## src/common/mem_sys_pkg.sv

```systemverilog
/*
 * Address and data format of the memory system.
 * Widths, field positions and the vector types shared by every block.
 */
package mem_sys_pkg;

   // Line geometry
   localparam int WORDS_PER_LINE = 4;
   localparam int NUM_LINES      = 256;

   // Main memory size in 16-bit words
   localparam int MEM_WORDS      = 32768;

   // Byte address fields
   localparam int TAG_MSB   = 15;
   localparam int TAG_LSB   = 11;
   localparam int INDEX_MSB = 10;
   localparam int INDEX_LSB = 3;
   localparam int WORD_MSB  = 2;
   localparam int WORD_LSB  = 1;

   // Data word
   typedef logic [15:0] word_t;

   // Byte address, bit 0 always zero when legal
   typedef logic [15:0] addr_t;

   // Tag stored per line
   typedef logic [TAG_MSB-TAG_LSB:0] tag_t;

   // Line index
   typedef logic [INDEX_MSB-INDEX_LSB:0] index_t;

   // Word in line, doubles as bank number
   typedef logic [WORD_MSB-WORD_LSB:0] word_sel_t;

endpackage

```

## src/hw/cache_ctrl/burst_counter.sv

```systemverilog
/*
 * Word counters for a four-word burst. Issued and returned words are
 * counted apart, so reads may overlap with earlier returns.
 */
module burst_counter (
   input  logic                   clk,
   input  logic                   rst_n,
   input  logic                   clear,
   input  logic                   issue,
   input  logic                   ret,
   output mem_sys_pkg::word_sel_t issue_idx,
   output mem_sys_pkg::word_sel_t ret_idx,
   output logic                   issue_last,
   output logic                   ret_last
);

   // One extra bit to count a full burst of four
   logic [2:0] issue_cnt;
   logic [2:0] ret_cnt;

   always_ff @(posedge clk) begin
      if (!rst_n || clear) begin
         issue_cnt <= '0;
         ret_cnt   <= '0;
      end else begin
         if (issue) issue_cnt <= issue_cnt + 3'd1;
         if (ret) ret_cnt <= ret_cnt + 3'd1;
      end
   end

   assign issue_idx  = issue_cnt[1:0];
   assign ret_idx    = ret_cnt[1:0];
   assign issue_last = (issue_cnt[1:0] == 2'd3);
   assign ret_last   = (ret_cnt[1:0] == 2'd3);

   // Only words already issued can come back
   a_ret_behind_issue: assert property (
      @(posedge clk) disable iff (!rst_n) (ret && !clear) |-> (ret_cnt < issue_cnt)
   );

endmodule

```

## config.mk

```make
export PLATFORM = sky130hd
export DESIGN_NAME = burst_counter
export DESIGN_NICKNAME = d
export VERILOG_FILES = /design/src/common/mem_sys_pkg.sv /design/src/hw/cache_ctrl/burst_counter.sv
export SDC_FILE = /design/constraint.sdc
export NUM_CORES = 1
export LEC_CHECK = 0
export ABC_AREA = 1
export BUFFER_PORTS_ARGS = -buffer_cell sky130_fd_sc_hd__buf_2
export CAP_MARGIN = 20
export CORE_AREA = 4 4 41 43
export DETAILED_ROUTE_END_ITERATION = 16
export DIE_AREA = 0 0 45 47
export PLACE_DENSITY = 0.3
export SYNTH_ARGS = -nofsm -noshare
export SYNTH_HDL_FRONTEND = slang
export SYNTH_SLANG_ARGS = --single-unit
```

## constraint.sdc

```tcl
create_clock -name clk -period 1 [get_ports clk]
set_input_delay 0.15 -clock clk [delete_from_list [all_inputs] [get_ports clk]]
set_output_delay 0.15 -clock clk [all_outputs]
set_load 0.05 [all_outputs]
```

## Yosys cells after proc, flatten, opt, wreduce, memory -nomap -nowiden

Cells that the tools add are included.

| operators by class | value |
|---|---|
| $add $sub $neg | 2 |
| reductions and logical operators | 2 |
| equal/unequal tests | 2 |

Operators with widths:

| kind | number |
|---|---|
| adder 3 x 1 -> 3 bit (second input constant) | 2 |
| == test 2 bit (second input constant) | 2 |
| logical NOT 1 bit | 1 |
| logical OR 1 bit | 1 |

| storage, ports and cells | value |
|---|---|
| flip-flop bits (word level) | 6 |
| output and inout bits | 6 |
| bits of input ports | 5 |

## Logic depth before layout (Yosys ltp)

Gate-level depths: netlist of run 1.

| depth | value |
|---|---|
| depth in word-level cells | 2 |
| depth in mapped cells | 4 |
| depth with buffers taken out | 4 |

## Worst setup path after synthesis of run 1

OpenSTA, ideal clock, no wires.

| timing | value |
|---|---|
| kind | flip-flop to output port |
| start | reg issue_cnt[0] |
| end | out issue_last |
| cell stages (with the launch flop) | 2 |
| data required time | 850 ps |
| arrival time | 1196 ps |
| path buffers | 0 |
| setup slack | -346 ps |
| cells stage by stage | dfxtp_1 ha_1 |

| between the ends | value |
|---|---|
| cells in the longest elaborated chain, start to end | 1 |

RTL lines:

| what | line | source |
|---|---|---|
| from (decl) | burst_counter.sv:18 | `logic [2:0] issue_cnt;` |
| from (signal assigned) | burst_counter.sv:26 | `if (issue) issue_cnt <= issue_cnt + 3'd1;` |
| == test 2 bit | burst_counter.sv:33 | `assign issue_last = (issue_cnt[1:0] == 2'd3);` |
| to (decl) | burst_counter.sv:13 | `output logic issue_last,` |

No other way between the ends.

## Final worst setup path of run 1

| timing | value |
|---|---|
| start | reg ret_cnt[0] |
| end | out ret_last |

| between the ends | value |
|---|---|
| cells in the longest elaborated chain, start to end | 1 |

RTL lines:

| what | line | source |
|---|---|---|
| from (decl) | burst_counter.sv:19 | `logic [2:0] ret_cnt;` |
| from (signal assigned) | burst_counter.sv:27 | `if (ret) ret_cnt <= ret_cnt + 3'd1;` |
| == test 2 bit | burst_counter.sv:34 | `assign ret_last = (ret_cnt[1:0] == 2'd3);` |
| to (decl) | burst_counter.sv:14 | `output logic ret_last` |

No other way between the ends.

==> results of run 1 <==
-- power groups by stage --
stage	Combinational, mW	Sequential [mW]	Clock, mW
2_1_floorplan	0.0203	0.195	0
3_3_place_gp	0.0568	0.177	0
3_5_place_dp	0.0583	0.177	0
4_1_cts	0.0632	0.171	0.205
5_1_grt	0.0742	0.167	0.215
6_report	0.0667	0.166	0.196
-- sequential cells by signal (all words and copies together) (netlist names) --
register,cells
issue_cnt,2
ret_cnt,2
-- placed cells by master (no fill, tap or decap) --
| cell | synthesis | routed |
|---|---|---|
| sky130_fd_sc_hd__inv_1 | 5 | 5 |
| sky130_fd_sc_hd__ha_4 | 0 | 2 |
| sky130_fd_sc_hd__nor2_1 | 2 | 2 |
| sky130_fd_sc_hd__dfxtp_4 | 0 | 4 |
| sky130_fd_sc_hd__buf_8 | 0 | 2 |
| sky130_fd_sc_hd__clkbuf_4 | 0 | 5 |
| sky130_fd_sc_hd__buf_4 | 0 | 4 |
| sky130_fd_sc_hd__a21oi_1 | 2 | 2 |
| sky130_fd_sc_hd__buf_2 | 0 | 4 |
| sky130_fd_sc_hd__nand2_1 | 11 | 11 |
-- worst max-delay path, delay by kind of cell (launching register included) --
kind / cells / cell delay, ns
buf+inv: 1 / 0.14
fa+ha+maj: 1 / 0.16
flops: 1 / 0.35
-- metal layers --
| metal | GRT usage | part of all wire | vias up |
|---|---|---|---|
| met2 | 0.0932 | 0.51 | 7 |
| li1 | - | - | 109 |
| met5 | 0 | 0 | - |
| met1 | 0.0409 | 0.35 | 87 |
| met4 | 0.0526 | 0.018 | 0 |
| met3 | 0.0383 | 0.12 | 2 |
-- stage by stage --
stage | setup slack [ns] | area, µm² | std cells | hold WS (ns)
after floorplan | 0.0198 | 213 | 26 | 0.283
after global placement | 0.119 | 282 | 51 | 0.414
after detailed placement | 0.113 | 282 | 51 | 0.419
after CTS | -0.0323 | 342 | 55 | 0.174
after global routing | -0.0483 | 359 | 56 | 0.188
final | -0.0236 | 359 | 56 | 0.174
-- cell type report --
class / count / area (µm²) / area share
multi-input cells: 17 / 109 / 0.303
flip-flops and latches: 4 / 95.1 / 0.265
repair buffers: 12 / 95.1 / 0.265
clock buffers: 3 / 22.5 / 0.0627
inverters: 5 / 18.8 / 0.0523
well taps: 15 / 18.8 / 0.0523
-- worst paths after layout --
kind | from | to | slack [ns] | depth (start not counted)
setup / recovery | ret_cnt[0] | ret_last | -0.02 | 2
hold reg to reg | ret_cnt[1] | ret_cnt[1] | 0.50 | 2
hold / removal | ret | ret_cnt[1] | 0.17 | 3
setup reg to reg | issue_cnt[1] | issue_cnt[1] | 0.15 | 3
-- what timing repair did --
action / 4_1_cts / 5_1_grt
hold buffers: 0 / 0
setup endpoints to repair: 6 / 4
resized for setup: 10 / 4
pin swaps: 2 / 2
buffers inserted: 1 / 1
hold endpoints to repair: 0 / 0
cloned: 0 / 0
-- cell families after synthesis --
| logic type | count (synthesis) |
|---|---|
| AO/OA/AOI/OAI | 2 |
| adder cells (fa/ha/maj) | 2 |
| buffers and inverters | 5 |
| flip-flops | 4 |
| AND/OR/NAND/NOR | 13 |
==> run summary, run 1 <==
Setup violations remaining at the end of the flow were counted as 2. STA classifies the critical path endpoint as an output port. The final count of hold timing violations came out at 0. The checks that failed: negative setup slack. The detail route stage leaves a number of antenna-violating nets equal to 0. The HPWL reported at the end of detailed placement came out at 372 µm. The remaining max-slew budget at the tightest pin came out at 0.892. The slew at the pin closest to its max-slew limit is 0.162 ns. Counting flops with a built-in enable in the synthesized netlist gives 0. After synthesis, the cell types taking the most area are sky130_fd_sc_hd__dfxtp_1, sky130_fd_sc_hd__nand2_1, sky130_fd_sc_hd__ha_1. The most used flip-flop cell after synthesis is sky130_fd_sc_hd__dfxtp_1. Adding up every negative setup slack in the final design gives -0.0436 ns.

The final number of max-transition violations was 0. The critical path's largest stage delay came out at 0.35 ns. The worst-case vdd ir drop is 493 µV. The global-route wire length before repair is 738 µm. The post-synthesis sequential element count is 4. The data arrival time at the worst-slack endpoint came out at 0.87 ns. The number of global-route vias before repair is 187. The global placement routability congestion is 0.598. The count of max-cap constraint violations came out at 0. The combinational cell fraction of total power is 0.156. The number of core rows is 13. The wire length per cell after detailed routing came out at 8.07 µm. Dividing the final minimum period by the clock period gives 1.02. In this run the horizontal extent of the chip is 45 µm. The post-synthesis share of cell area spent on and, or, nand and nor gates came out at 0.267. For this design, the slowest cell found on the critical path is sky130_fd_sc_hd__dfxtp_4. Of the total power, the clock network draws 0.457.

Cell internal power was estimated by the tool at 0.320 mW. After synthesis the cells add up to 183 µm². The number of H-tree levels came out at 1. The worst setup path is of the reg -> out kind.

Sorting the synthesized cells by how often they occur yields sky130_fd_sc_hd__nand2_1, sky130_fd_sc_hd__inv_1, sky130_fd_sc_hd__dfxtp_1. The initial detailed-routing violation count is 1. Of all cell types, the one taking the most synthesized area is sky130_fd_sc_hd__dfxtp_1. Power comes to 0.428 mW. Compared with the post-synthesis result, the final layout area differs by 96.6%.

For this run, the number of Yosys warnings is 0. Of all flip-flops after synthesis, the portion carrying an async set or reset was 0. The deepest clock path buffer count is 2. The final net count came out at 50. The portion of total power attributed to sequential cells came out at 0.387. The die covers 0.00212 mm².

The die outline height is 47 µm. The effective utilization at floorplan is 0.140. The fill cell total of the finished layout is 162. The final critical path time including I/O delays and setup came out at 1.02 ns. For the worst setup path, the data required time is 0.85 ns. The number of distinct standard cells referenced by the synthesized netlist is 6. The fraction of final layout cells sized beyond drive strength 1 is 0.512.

The floorplan step defined a core boundary enclosing 0.00130 mm². The total global-route track usage came out at 0.0553. By area, the combinational part of the netlist is dominated by simple AND/OR/NAND/NOR gates. The later pin in the worst-skew pair is clocked with a latency of 0.23 ns. The net switching share of the total power is 0.253. The compound-cell area share of the yosys netlist was 0.0548. The worst hold path class is in -> reg. The post-synthesis xor/xnor area fraction came out at 0. The first-pass detailed-route iteration total is 3. The leakage power of the design is 0.173 nW.

Static timing analysis puts the maximum clock frequency at 977 MHz. Clock tree synthesis inserted a total of 3 buffers. The pin count of the biggest net entering global routing is 5. The sum of overflow across all layers after global routing came out at 0. The fraction of synthesized area in multiplexers came out at 0. The most common cell in the synthesized netlist is sky130_fd_sc_hd__nand2_1. Setup repair after global routing could not meet its margin everywhere. The worst-path maximum fanout is 3. Traced cell by cell, the critical path runs through ha_4 > buf_8. Wires add up to 452 µm.

The DRC violation count after routing is 0. The number of antenna violations at the first check in global routing was 0. The cell count after synthesis came out at 26. CTS placed an instance of sky130_fd_sc_hd__clkbuf_4 at the clock tree root. The clock-pin slew reported for the worst setup and hold paths after clock tree synthesis came out at 0.04 ns. TritonCTS built the clock tree.

The repair_antennas step left the layout with diodes totalling 0. The flow ran to the end, but the final reports show violations. The mean area per synthesized cell is 7.03 µm². During I/O placement, the number of pins put on the boundary was 11.

Input and output buffers added on the ports amount to 10. The post-route clock skew is 0.00355 ns. The fraction of synthesized cell area taken by the top area cell type is 0.438. Of the total synthesized cell area, the portion taken by full adders, half adders and majority gates is 0.137. The analysis attributes to net switching a power of 0.109 mW. The post-synthesis sequential area ratio is 0.438.

Measured on the finished design, the core utilization comes to 0.276. The number of vias per cell came out at 3.66. The post-synthesis net count is 33.

The total clock sinks is 4. The via count is 205. The power density normalized to cell area is 1190 mW/mm². STA classifies the critical path startpoint as a flop. The final worst slack is -0.0236 ns.
No activity file was read; power rests on OpenSTA's default activity.
==> inputs of run 2 (changes only) <==
--- a/config.mk
+++ b/config.mk
@@ -8,10 +8,12 @@
 export ABC_AREA = 1
 export BUFFER_PORTS_ARGS = -buffer_cell sky130_fd_sc_hd__buf_2
 export CAP_MARGIN = 20
+export CELL_PAD_IN_SITES_DETAIL_PLACEMENT = 1
+export CELL_PAD_IN_SITES_GLOBAL_PLACEMENT = 2
 export CORE_AREA = 4 4 41 43
 export DETAILED_ROUTE_END_ITERATION = 16
 export DIE_AREA = 0 0 45 47
-export PLACE_DENSITY = 0.3
+export PLACE_DENSITY = 0.52
 export SYNTH_ARGS = -nofsm -noshare
 export SYNTH_HDL_FRONTEND = slang
 export SYNTH_SLANG_ARGS = --single-unit
==> run 2 against run 1 <==
  * The flow still finishes with violations (negative setup slack)
  * Highest routed layer is now met3
  * Wire length up 18%
  * Register-to-register slack about the same
  * Setup slack worse by 0.0017 ns
  * Utilization down 0.19 points
  * First-iteration DRC count rose to 3.0 times the previous value
  * Die area unchanged
  * Flip-flop and latch count unchanged
  * Sequential power about the same
==> run summary, run 2 (synthesized netlist as in run 1, its figures left out) <==
The run finished, with violations left. The final reports fail on negative setup slack. The fraction of final layout cells sized beyond drive strength 1 was 0.512 (unchanged). The worst path required time came out at 0.85 ns (about the same). The combinational cell fraction of total power came out at 0.159 (+0.003).

In the layout the commonest cells are sky130_fd_sc_hd__nand2_1, sky130_fd_sc_hd__buf_4, sky130_fd_sc_hd__inv_1, sky130_fd_sc_hd__buf_2. The hold-critical path depth is 3 (unchanged). The number of H-tree levels is 1 (unchanged). The final worst slack came out at -0.0254 ns (-0.00175 ns). The maximum clock rate came out at 975 MHz (-0.17%). The worst-case vdd ir drop was 516 µV (+4.6%). The final critical path time including I/O delays and setup is 1.03 ns (+0.00175 ns). The clock-pin slew reported for the worst setup and hold paths after clock tree synthesis is 0.04 ns (about the same). The pre-CTS worst setup slack came out at 0.115 ns (+0.00178 ns).

The portion of total power attributed to sequential cells was 0.389 (+0.002). The count of max-cap constraint violations is 0 (unchanged). The via count was 215 (+4.9%).

The total clock sinks is 4 (unchanged). The final net count came out at 50 (unchanged). The worst setup path is captured at an output port. The count of boundary I/O pins came out at 11 (unchanged). The clock share of power is 0.452 (-0.005). The first-pass detailed-route iteration total is 2 (-1).

The most utilized layer in the global route result is met2. The number of core rows is 13 (unchanged). The count of endpoints failing setup in the final report is 2 (unchanged). In this run the critical register-to-register path is launched from issue_cnt[0]. The routed wire length came out at 532 µm (+18%).

The number of buffer cells added on primary ports was 10 (unchanged). The number of antenna-violating nets in the routed design came out at 0 (unchanged). The global placement routability congestion came out at 0.602 (+0.60%). The area enclosed by the die boundary is 0.00212 mm² (unchanged). The net switching power came to 0.110 mW (+1.7%). The type of the worst setup path is reg -> out.

The root buffer cell is sky130_fd_sc_hd__clkbuf_4. The worst-path maximum fanout is 3 (unchanged). The library cell used most frequently in the layout, excluding fill and tap cells, is sky130_fd_sc_hd__nand2_1. The final period utilization is 1.03 (+0.00175). The power density normalized to cell area came out at 1220 mW/mm² (+1.8%).

The launching instance or port of the critical path is ret_cnt[0]. STA classifies the critical path startpoint as a flop. The leakage power of the design came out at 0.174 nW (+0.39%).

The DRC violation count after routing was 0 (unchanged). The TritonCTS clock tree is done. The wire length per cell after detailed routing came out at 9.50 µm (+18%). The met1 layer usage reported by global route is 0.0500 (+0.00909). The final count of hold timing violations is 0 (unchanged). The number of buffers created by CTS is 3 (unchanged). The data arrival time at the worst-slack endpoint came to 0.88 ns (about the same). Setup repair after global routing could not meet its margin everywhere.

The internal power component came out at 0.323 mW (+0.94%). The cell count of the worst reg-to-reg path is 3 (unchanged). The number of vias per cell came out at 3.84 (+4.9%). The latest clock arrival within the worst-skew pair is 0.23 ns (about the same). The net switching share of the total power came to 0.255 (+0.00144). The total global-route track usage came out at 0.0679 (+0.0126). The pin count of the biggest net entering global routing is 5 (unchanged).

The tightest min-delay check is of the in -> reg type. The placeable core region is 0.00130 mm² (unchanged). The worst hold path begins at ret.

The number of global-route vias before repair is 245 (+31%). The met2 demand-to-capacity share in global routing came out at 0.121 (+0.0282). The post-cts hold buffer count was 0 (unchanged). The post-route clock skew is 0.0000425 ns (-0.00351 ns). The deepest clock path buffer count came out at 2 (unchanged).

The effective utilization at floorplan is 0.140 (unchanged). The initial detailed-routing violation count is 3 (+2). The remaining max-slew budget at the tightest pin came to 0.895 (+0.00342). The antenna diode count is 0 (unchanged). The layout overhead on the synthesized area came out at 95.2%. The global-route wire length before repair came to 910 µm (+23%). The number of antenna violations at the first check in global routing came out at 0 (unchanged). The sum of overflow across all layers after global routing is 0 (unchanged).

The die outline height is 47 µm (unchanged). The slew at the pin closest to its max-slew limit came out at 0.157 ns (-0.00512 ns). The largest registers in the layout are issue_cnt: 2 flops, ret_cnt: 2 flops.

The met3 usage in global routing came out at 0.0575 (+0.0192). The final number of max-transition violations is 0 (unchanged). The die boundary width is 45 µm (unchanged). The total design power came to 0.433 mW (+1.1%).

The end-of-flow core utilization is 0.274 (-0.00192).
## run 2: changes by cell type in the layout (fill, tap and decap cells not counted), sizes merged
cell    delta
buf        +2
clkbuf     -2
## run 2: metal layers
layer  wire length [µm]  vias up
met2                296       10
li1                   -      108
met5                  0        -
met1                183       97
met3                 53        0
met4                  0        0
## run 2: critical path: stages (launching register included)
cell	delay (ns)
sky130_fd_sc_hd__dfxtp_4	0.35
sky130_fd_sc_hd__ha_4	0.16
sky130_fd_sc_hd__buf_8	0.14
## run 2: final cells by class
cell class                      instances  area, µm²
Sequential cell                         4       92.6
Multi-Input combinational cell         17        109
Fill cell                             162        945
Clock buffer                            3       22.5
Timing Repair Buffer                   12       95.1
Inverter                                5       18.8
Tap cell                               15       18.8
## run 2: worst paths after layout
kind / to / slack, ns
setup / recovery: ret_last / -0.03
setup reg to reg: issue_cnt[1] / 0.15
hold / removal: ret_cnt[1] / 0.18
hold reg to reg: issue_cnt[1] / 0.49
## run 2: power by group through the flow
stage	clock (mW)	combinational (mW)	sequential, mW
finish	0.196	0.0689	0.169
global route	0.237	0.0758	0.169
CTS	0.207	0.0667	0.171
detailed placement	0	0.0603	0.177
global placement	0	0.0573	0.177
floorplan	0	0.0203	0.195
## run 2: stage by stage
stage / hold WS, ns / cells / cell area [µm²] / TNS [ns]
floorplan: 0.283 / 26 / 213 / 0
detailed placement: 0.422 / 51 / 282 / 0
finish: 0.180 / 56 / 357 / -0.0491
global placement: 0.411 / 51 / 282 / 0
global route: 0.178 / 56 / 357 / -0.133
CTS: 0.178 / 55 / 344 / -0.0879
## run 2: timing repair
item	4_1_cts	5_1_grt
gates resized for setup	11	3
endpoints found under the setup margin	6	3
setup buffers	1	1
pin swaps	2	1
cloned	0	0
endpoints found under the hold margin	0	0
